File: config.mk
export PLATFORM = sky130hd
export DESIGN_NAME = exec_lane
export DESIGN_NICKNAME = d
export VERILOG_FILES = /design/src/common/core_pkg.sv /design/src/lane/exec_lane.sv
export SDC_FILE = /design/constraint.sdc
export NUM_CORES = 2
export LEC_CHECK = 0
export ABC_AREA = 1
export BUFFER_PORTS_ARGS = -buffer_cell sky130_fd_sc_hd__buf_2
export CAP_MARGIN = 30
export CORE_ASPECT_RATIO = 1.25
export CORE_MARGIN = 2
export CORE_UTILIZATION = 40
export DETAILED_ROUTE_END_ITERATION = 10
export GPL_TIMING_DRIVEN = 0
export SYNTH_ARGS = -nofsm -noshare
export SYNTH_HDL_FRONTEND = slang
export SYNTH_SLANG_ARGS = --single-unit
File: constraint.sdc
create_clock -name clk -period 6.5 [get_ports clk]
set_input_delay 0.65 -clock clk [delete_from_list [all_inputs] [get_ports clk]]
set_output_delay 0.65 -clock clk [all_outputs]
set_load 0.03 [all_outputs]
File: src/common/core_pkg.sv
package core_pkg;

    // lane 0 is the older slot
    localparam int NUM_LANES  = 2;
    localparam int XLEN       = 32;
    localparam int REG_ADDR_W = 5;
    localparam int NUM_REGS   = 32;
    localparam int OP_W       = 4;

    // internal ops, immediate forms fold onto register forms
    localparam logic [OP_W-1:0] OP_NOP   = 4'd0;
    localparam logic [OP_W-1:0] OP_ADDU  = 4'd1;
    localparam logic [OP_W-1:0] OP_SUBU  = 4'd2;
    localparam logic [OP_W-1:0] OP_AND   = 4'd3;
    localparam logic [OP_W-1:0] OP_OR    = 4'd4;
    localparam logic [OP_W-1:0] OP_XOR   = 4'd5;
    localparam logic [OP_W-1:0] OP_SLT   = 4'd6;
    localparam logic [OP_W-1:0] OP_SLTU  = 4'd7;
    localparam logic [OP_W-1:0] OP_LUI   = 4'd8;
    // HI/LO group, no general register write
    localparam logic [OP_W-1:0] OP_MULTU = 4'd9;
    localparam logic [OP_W-1:0] OP_MADDU = 4'd10;
    localparam logic [OP_W-1:0] OP_MSUBU = 4'd11;
    localparam logic [OP_W-1:0] OP_MTHI  = 4'd12;
    localparam logic [OP_W-1:0] OP_MTLO  = 4'd13;

endpackage

File: src/lane/exec_lane.sv
`timescale 1ns/10ps

module exec_lane (
    input  logic clk,
    input  logic reset,
    input  logic i_valid,
    input  logic [core_pkg::OP_W-1:0] i_op,
    input  logic [core_pkg::XLEN-1:0] i_srca,
    input  logic [core_pkg::XLEN-1:0] i_srcb,
    input  logic [core_pkg::REG_ADDR_W-1:0] i_rdst,
    output logic [core_pkg::REG_ADDR_W-1:0] o_alu_rdst,
    output logic [core_pkg::XLEN-1:0] o_alu_data,
    output logic o_res_valid,
    output logic [core_pkg::OP_W-1:0] o_res_op,
    output logic [core_pkg::REG_ADDR_W-1:0] o_res_rdst,
    output logic [core_pkg::XLEN-1:0] o_res_data,
    output logic [2*core_pkg::XLEN-1:0] o_res_product
);
    logic [2*core_pkg::XLEN-1:0] product;
    logic hilo_op;

    always_comb begin
        case (i_op)
            core_pkg::OP_ADDU: o_alu_data = i_srca + i_srcb;
            core_pkg::OP_SUBU: o_alu_data = i_srca - i_srcb;
            core_pkg::OP_AND:  o_alu_data = i_srca & i_srcb;
            core_pkg::OP_OR:   o_alu_data = i_srca | i_srcb;
            core_pkg::OP_XOR:  o_alu_data = i_srca ^ i_srcb;
            core_pkg::OP_SLT:
                o_alu_data = {31'b0, $signed(i_srca) < $signed(i_srcb)};
            core_pkg::OP_SLTU: o_alu_data = {31'b0, i_srca < i_srcb};
            // immediate already shifted up by the decoder
            core_pkg::OP_LUI:  o_alu_data = i_srcb;
            core_pkg::OP_MTHI, core_pkg::OP_MTLO: o_alu_data = i_srca;
            default:           o_alu_data = '0;
        endcase
    end

    assign product = {32'b0, i_srca} * {32'b0, i_srcb};
    assign o_alu_rdst = i_valid ? i_rdst : '0;
    assign hilo_op = i_op inside {core_pkg::OP_MULTU, core_pkg::OP_MADDU,
                                  core_pkg::OP_MSUBU, core_pkg::OP_MTHI,
                                  core_pkg::OP_MTLO};

    always_ff @(posedge clk) begin
        if (reset) begin
            o_res_valid <= 1'b0;
            o_res_rdst  <= '0;
        end else begin
            o_res_valid <= i_valid;
            o_res_rdst  <= o_alu_rdst;
        end
    end

    always_ff @(posedge clk) begin
        o_res_op      <= i_op;
        o_res_data    <= o_alu_data;
        o_res_product <= product;
    end

    // a HI/LO op must never reach the regfile write port
    assert property (@(posedge clk) disable iff (reset)
        (i_valid && hilo_op) |-> (i_rdst == '0))
        else $error("exec_lane: HI/LO op %0d carries destination r%0d", i_op, i_rdst);

endmodule

==> flow_summary.ini <==
[status]
status = complete, but fails checks
violations = negative setup slack

[critical_path]
arrival_ps = 6970
cpPeakStageDelay_ps = 560
crit_path_max_fanout = 5
cp.required_ps = 6810
critPathKind = input port to register
cp_slowest_cell = fa_1
endpoint_kind = register
critPathMostFrequentCell = fa_1
start_kind = input port

[detailed_routing]
ant_nets = 0
dr.pass1.iters = 8
num_vias = 42200
drt_iter0_markers = 3555
post-route-drc-count = 0
wire_per_inst_um = 26.5
viasPerCell = 5.20
wirelength_mm = 215

[die]
rows = 136
die_width_um = 302
start_util = 0.403
die_area_mm2 = 0.114
pin_count = 219
dieHeight_um = 376
coreArea_mm2 = 0.110

[final_layout]
drive_above_1_share = 0.197
regArea_mm2 = 0.00212
fin_nets = 7996
final_cell_count_no_fill = 8118
area_delta_synth_final_pct = 24.6
utilization = 0.503
multi_input_area_mm2 = 0.0362
fillCellCount = 10900

[global_route]
grt_pass1_vias = 43800
grt_max_degree = 20
grtUsageTotal = 0.384
overflow = 0
antenna_found_initial = 8
grt_pass1_wl_mm = 306

[timing]
fin_ws_ps = -157
setup_viol = 25
fin_crit_ps = 6660
setup_tns_ps = -1500
clock.fmax_mhz = 150
timing.hold.ws_ps = 388
hold_viol_final = 0
slew_violations = 0
period_share = 1.02
rsz0062_at_grt = yes
worstMarginPinSlew_ps = 1020
slew_headroom = 0.317

[placed_design]
gp_congestion = 1.04
placed_cells = 7936
numPortBuffers = 218
hpwl_mm = 183

[yosys]
seq_area_frac_synth = 0.0479
yosysWarnings = 0
netlist_area_mm2 = 0.0443
yosys.cell_types.count = 51
synth-edff-count = 0
synth_flop_cell = dfxtp_1
synthCells = 6208
syn_nets = 7542
synth_seq_cells = 106
async_flop_share = 0
syn_area_per_cell_um2 = 7.14

[clock_network]
cts_root_buf = clkbuf_16
clk_path_buf_depth = 2
cts_hold_buf = 0
cts.sinks = 106
htree_levels = 3
cts_tree = done
path_clk_slew_ps = 80
cts_made_buffers = 9

[flow_run]
maxCapViolations = 0

[min_path]
min_path_type = input port to register
## synthesized netlist by cell type (4+ instances only)
library cell  instances  area share
inv_1              1913        0.16
nand2_1            1779        0.15
fa_1                897        0.41
ha_1                361        0.10
clkbuf_1            221       0.019
nor2_1              213       0.018
nand3_1             184       0.021
a21oi_1             126       0.014
dfxtp_1             106       0.048
o21ai_0              75      0.0085
o22ai_1              54      0.0076
xor2_1               36      0.0071
nand4_1              33      0.0047
a211oi_1             27      0.0046
buf_2                27      0.0030
nand2_2              17      0.0024
nor2_2               15      0.0021
nor3_1               14      0.0016
o21bai_1             14      0.0024
inv_2                11     0.00093
nor3_2                8      0.0018
buf_1                 6     0.00051
nand3_2               6      0.0014
xnor2_1               6      0.0012
a21o_1                5     0.00085
a221oi_1              5     0.00099
buf_4                 5     0.00085
and2_1                4     0.00056
and3_1                4     0.00056
## per-layer routing
metal,GRT usage,vias up,routed length (um)
met5,0,-,70
met4,0.283,10,20400
met3,0.0767,727,19000
met2,0.635,2237,101000
met1,0.439,20800,75000
li1,-,18500,-
## state kept, by name (all words and copies together), names as in the netlist
register and flops:
o_res_rdst 5, o_res_op 4, o_res_product 64, o_res_data 32, o_res_valid 1
## per-stage QoR
step / setup slack (ps) / area [um2]
6_report: -157 / 55200
5_1_grt: -249 / 55200
4_1_cts: -116 / 53400
3_5_place_dp: -2090 / 48200
3_3_place_gp: -2180 / 47300
2_1_floorplan: -6.97 / 44300
## critical path, delay by kind of cell
kind / cells / cell delay, ps
simple gates: 8 / 930
fa+ha+maj: 9 / 4470
buf+inv: 10 / 900
## path summary, 6_finish.rpt
kind  startpoint                end  slack [ps]  cells past startpoint
max   i_srcb[17]  o_res_product[55]        -160                     27
min      i_op[2]        o_res_op[2]         390                      1
## kinds of logic after synthesis
| logic type | after synthesis | share of synthesized area |
|---|---|---|
| and+or+nand+nor | 2292 | 0.208 |
| buffers and inverters | 2189 | 0.187 |
| xor gates and xnor gates | 42 | 0.00830 |
| AOI/OAI and AO/OA | 321 | 0.0419 |
| DFF | 106 | 0.0479 |
| adders and majority gates | 1258 | 0.507 |
## layout by cell type, fill, tap and decap left out, types with 44 or more instances in the layout
cell type / count
a21oi_1: 82
buf_12: 48
buf_2: 194
buf_4: 176
buf_6: 61
buf_8: 77
clkbuf_16: 72
clkbuf_8: 44
dfxtp_1: 106
fa_1: 804
fa_2: 93
ha_1: 318
inv_1: 1800
inv_2: 122
nand2_1: 1634
nand2_2: 115
nand2_4: 48
nand3_1: 173
nor2_1: 154
o21ai_0: 51
o22ai_1: 54
## what timing repair did
item | CTS | global route
endpoints found under the hold margin | 0 | 0
pin swaps | 172 | 299
gates resized for setup | 1098 | 475
setup endpoints to repair | 54 | 47
cloned | 1 | 3
buffers inserted | 114 | 65
## final cells by class
type / instances / share of cell area
antenna: 2 / 0.0000906
buffer: 250 / 0.0628
clock buffer: 9 / 0.00408
clock inverter: 7 / 0.00106
inverter: 1926 / 0.131
multi-input combinational: 3913 / 0.656
sequential: 106 / 0.0384
tap: 1449 / 0.0328
timing repair buffer: 456 / 0.0737
Power is left out: the tool's default activity adds up to more than one toggle a clock period on the data nets, which glitch-free logic cannot reach.
