File: src/common/core_pkg.sv
package core_pkg;

    // lane 0 is the older slot
    localparam int NUM_LANES  = 2;
    localparam int XLEN       = 32;
    localparam int REG_ADDR_W = 5;
    localparam int NUM_REGS   = 32;
    localparam int OP_W       = 4;

    // internal ops, immediate forms fold onto register forms
    localparam logic [OP_W-1:0] OP_NOP   = 4'd0;
    localparam logic [OP_W-1:0] OP_ADDU  = 4'd1;
    localparam logic [OP_W-1:0] OP_SUBU  = 4'd2;
    localparam logic [OP_W-1:0] OP_AND   = 4'd3;
    localparam logic [OP_W-1:0] OP_OR    = 4'd4;
    localparam logic [OP_W-1:0] OP_XOR   = 4'd5;
    localparam logic [OP_W-1:0] OP_SLT   = 4'd6;
    localparam logic [OP_W-1:0] OP_SLTU  = 4'd7;
    localparam logic [OP_W-1:0] OP_LUI   = 4'd8;
    // HI/LO group, no general register write
    localparam logic [OP_W-1:0] OP_MULTU = 4'd9;
    localparam logic [OP_W-1:0] OP_MADDU = 4'd10;
    localparam logic [OP_W-1:0] OP_MSUBU = 4'd11;
    localparam logic [OP_W-1:0] OP_MTHI  = 4'd12;
    localparam logic [OP_W-1:0] OP_MTLO  = 4'd13;

endpackage

File: src/source/regfile.sv
`timescale 1ns/10ps

module regfile (
    input  logic clk,
    input  logic reset,
    input  logic [2*core_pkg::NUM_LANES-1:0][core_pkg::REG_ADDR_W-1:0] i_raddr,
    output logic [2*core_pkg::NUM_LANES-1:0][core_pkg::XLEN-1:0] o_rdata,
    input  logic [core_pkg::NUM_LANES-1:0] i_we,
    input  logic [core_pkg::NUM_LANES-1:0][core_pkg::REG_ADDR_W-1:0] i_waddr,
    input  logic [core_pkg::NUM_LANES-1:0][core_pkg::XLEN-1:0] i_wdata
);
    logic [core_pkg::XLEN-1:0] regs [core_pkg::NUM_REGS];

    // lane 1 goes last so it wins a shared destination
    always_ff @(posedge clk) begin
        if (reset) begin
            for (int r = 0; r < core_pkg::NUM_REGS; r++)
                regs[r] <= '0;
        end else begin
            for (int l = 0; l < core_pkg::NUM_LANES; l++) begin
                if (i_we[l] && i_waddr[l] != '0)
                    regs[i_waddr[l]] <= i_wdata[l];
            end
        end
    end

    always_comb begin
        for (int p = 0; p < 2*core_pkg::NUM_LANES; p++)
            o_rdata[p] = regs[i_raddr[p]];
    end

    // r0 stays zero through every write
    generate
        for (genvar p = 0; p < 2*core_pkg::NUM_LANES; p++) begin : g_r0_chk
            assert property (@(posedge clk) disable iff (reset)
                (i_raddr[p] == '0) |-> (o_rdata[p] == '0))
                else $error("regfile: read port %0d saw nonzero r0", p);
        end
    endgenerate

endmodule

File: config.mk
export PLATFORM = sky130hd
export DESIGN_NAME = regfile
export DESIGN_NICKNAME = d
export VERILOG_FILES = /design/src/common/core_pkg.sv /design/src/source/regfile.sv
export SDC_FILE = /design/constraint.sdc
export NUM_CORES = 2
export LEC_CHECK = 0
export ABC_CLOCK_PERIOD_IN_PS = 7500
export BUFFER_PORTS_ARGS = -buffer_cell sky130_fd_sc_hd__buf_2
export CAP_MARGIN = 15
export CORE_MARGIN = 2
export CORE_UTILIZATION = 40
export DETAILED_ROUTE_END_ITERATION = 7
export GPL_TIMING_DRIVEN = 0
export PLACE_DENSITY = 0.67
export REMOVE_ABC_BUFFERS = 1
export SETUP_SLACK_MARGIN = 0.02
export SKIP_CTS_REPAIR_TIMING = 1
export SYNTH_ARGS = -nofsm -noshare
export SYNTH_HDL_FRONTEND = slang
export SYNTH_SLANG_ARGS = --single-unit
File: constraint.sdc
create_clock -name clk -period 7.5 [get_ports clk]
set_clock_uncertainty 0.05 [all_clocks]
set_input_delay 1.5 -clock clk [delete_from_list [all_inputs] [get_ports clk]]
set_output_delay 1.5 -clock clk [all_outputs]
set_load 0.05 [all_outputs]
==> impl_metrics.csv <==
group,metric,value,unit
outcome,status,"finished, violations left",
outcome,violations,"DRC",
placement,hpwl,243300,um
cells_and_area,drive_gt1_share,11.38,%
power_and_ir_drop,leakagePower,35.13,nW
critical_path,crit_top_cell,"buf_16",
placement,portBuffers,225,
drt,wl_per_cell,39.95,um
synthesis,syn_area,76990,um2
sta,whs,1.057,ns
critical_path,slowest_stage,"buf_16",
drt,drc,200,
sta,post-route-min-period,6.703,ns
floorplan,initial_core_util,40.10,%
global_route,grt.overflow.total,0,
clock_tree,cts_tree,"done",
cells_and_area,regMostFlops,"regs",
critical_path,path_cells,"buf_8 -> buf_16 -> buf_16 -> buf_16 -> mux2i_1 -> a22o_1 -> nor3_1 -> a31oi_1 -> nand3_1 -> buf_2",
floorplan,die_area,196000,um2
sta,setup_ws,0.7972,ns
drt,vias,74680,
global_route,grt_use_total,37.17,%
synthesis,syn_avg_cell_area,10.69,um2
critical_path,crit_arrival,5.15,ns
global_route,grt_pass1_wl,527800,um
sta,clock.fmax,149.2,MHz
drt,viasPerCell,7.779,
drt,drt_first_pass_iters,8,
placement,dp_worst_setup_slack,1.032,ns
clock_tree,htree_levels,3,
placement,placed_cells,9372,
floorplan,die_w,442.7,um
cells_and_area,final_area,88360,um2
placement,place_congestion,0.8485,
sta,final_max_slew_viol_count,0,
drt,ant_nets,0,
critical_path,endpoint_kind,"output port",
sta,period_share,89.37,%
clock_tree,clk_transition_reported_paths,0.07,ns
critical_path,cpPeakStageDelay,0.48,ns
synthesis,synth.distinct_cells,34,
cells_and_area,nFillCells,16750,
hold_path,holdCritPathClass,"input port to flop",
critical_path,cp-start-kind,"input port",
drt,wl,383500,um
global_route,antenna_found_initial,33,
floorplan,rows,161,
cells_and_area,largest_reg_flops,1024,
floorplan,core,192000,um2
sta,rsz0062_at_grt,"no",
sta,max-slew-margin-rel,17.06,%
critical_path,critPathKind,"input port to output port",
critical_path,critPathMaxFanout,80,
sta,hold_viol,0,
drt,drt-initial-drc-count,15920,
power_and_ir_drop,power_density,187.2,nW/um2
synthesis,ys_ff_latch,1024,
flow_run,max-cap-violations,0,
clock_tree,clock_sinks,1024,
cells_and_area,area_growth,14.77,%
floorplan,ios,226,
placement,place_area,84660,um2
global_route,grt_max_degree,89,
cells_and_area,final_core_util,46.03,%
synthesis,yosys_warnings,0,
cells_and_area,fin_nets,7061,
sta,final-setup-viol-count,0,
clock_tree,root_buffer,"clkbuf_16",
floorplan,dieHeight,442.7,um
synthesis,syn_inst,7204,
critical_path,worstPathRequired,5.95,ns
cells_and_area,final_cells,9600,
cells_and_area,largestRegisters,"regs x1024",
synthesis,yosysSeqAreaShare,39.94,%
global_route,grt_pass1_vias,71020,
sta,tightest_slew,1.239,ns
clock_tree,numCtsBuffers,114,
clock_tree,cts.path.max_buffers,3,
power_and_ir_drop,vdd_drop_max,0.2167,mV
==> metal layers <==
layer / routed length, um / vias to the layer above / global-route usage, %
met5: 835 / - / 1.538
met2: 152000 / 8449 / 51.24
met1: 131000 / 35820 / 46.36
li1: - / 28100 / -
met4: 32420 / 51 / 26.41
met3: 67290 / 2254 / 15.57
==> final cells by class <==
cell class / count / area, um2 / area share (%)
Antenna cell: 19 / 47.55 / 0.05381
Clock buffer: 137 / 2982 / 3.374
Clock inverter: 71 / 639.4 / 0.7236
Multi-Input combinational cell: 5305 / 43100 / 48.77
Sequential cell: 1024 / 30750 / 34.80
Tap cell: 2526 / 3161 / 3.577
Timing Repair Buffer: 518 / 7684 / 8.696
==> synthesized netlist by cell type <==
cell type  instances  share of area (%)
buf_1             64               0.31
nand4b_1           1              0.011
and2_1             4              0.032
nor3_2            26               0.34
nor2_2            23               0.19
nor2_1            40               0.20
a22oi_1          384                3.7
or2_2              4              0.032
a311o_1            1              0.013
nor3_1           130               0.85
nor3_4             4              0.085
conb_1             1             0.0049
buf_4             19               0.19
or3b_1             4              0.046
a21oi_1          384                2.5
nand3b_1           6              0.059
nor2b_1            8              0.065
nand2_2            3              0.024
nand2b_1           9              0.073
clkbuf_1         456                2.2
nand3_1          386                2.5
nand4bb_1          2              0.029
mux2i_1         2048                 27
nand2_1          390                1.9
nor3b_4            1              0.024
nor2_4             5              0.073
a22o_1          1248                 14
edfxtp_1        1024                 40
a31oi_1          128                1.0
buf_2            367                2.4
nand4b_4           1              0.031
o21ai_0            7              0.046
nor3b_2            1              0.016
or3_1             25               0.20
==> critical path, delay by kind of cell <==
kind | cells | cell delay [ns]
buffers and inverters | 5 | 2.05
and+or+nand+nor | 2 | 0.35
muxes | 1 | 0.28
AOI/OAI and AO/OA | 2 | 0.63
==> cells in the final DEF (no fill, tap or decap), types with 128 or more instances in the layout <==
| cell | n |
|---|---|
| mux2i_1 | 2048 |
| a22oi_1 | 384 |
| nor3_1 | 129 |
| nand2_1 | 386 |
| a21oi_1 | 384 |
| a31oi_1 | 128 |
| edfxtp_1 | 1024 |
| nand3_1 | 386 |
| buf_2 | 220 |
| buf_12 | 133 |
| a22o_1 | 1248 |
==> power by group <==
group / leakage [nW] / total, mW / switching, mW / internal (mW)
Clock: 1.77 / 5.67 / 2.55 / 3.13
Sequential: 9.77 / 7.02 / 0.361 / 6.66
Combinational: 23.6 / 3.84 / 2.62 / 1.22
==> cells by family (layout without fill, tap and decap cells) <==
kind of cell / Yosys count / in the layout / synth area share, %
other cells: 1 / 51 / 0.004871
mux: 2048 / 2048 / 26.63
simple gates: 1073 / 1073 / 6.780
flops: 1024 / 1024 / 39.94
buf+inv: 906 / 726 / 5.107
compound gates: 2152 / 2152 / 21.54
==> stage by stage <==
step	setup TNS, ns	total power, mW
floorplan	-100.22	8.962
global placement	-4385.15	11.39
CTS	0	16.26
detailed placement	0	10.75
finish	0	16.54
global route	0	16.78
==> worst paths after layout <==
| check | from | end | slack [ns] | depth (start not counted) |
|---|---|---|---|---|
| max | i_raddr[1] | o_rdata[16] | 0.80 | 10 |
| min | reset | regs[0][31]$_DFFE_PP_ | 1.06 | 1 |
Note: power is estimated with default switching activity, not from simulation.
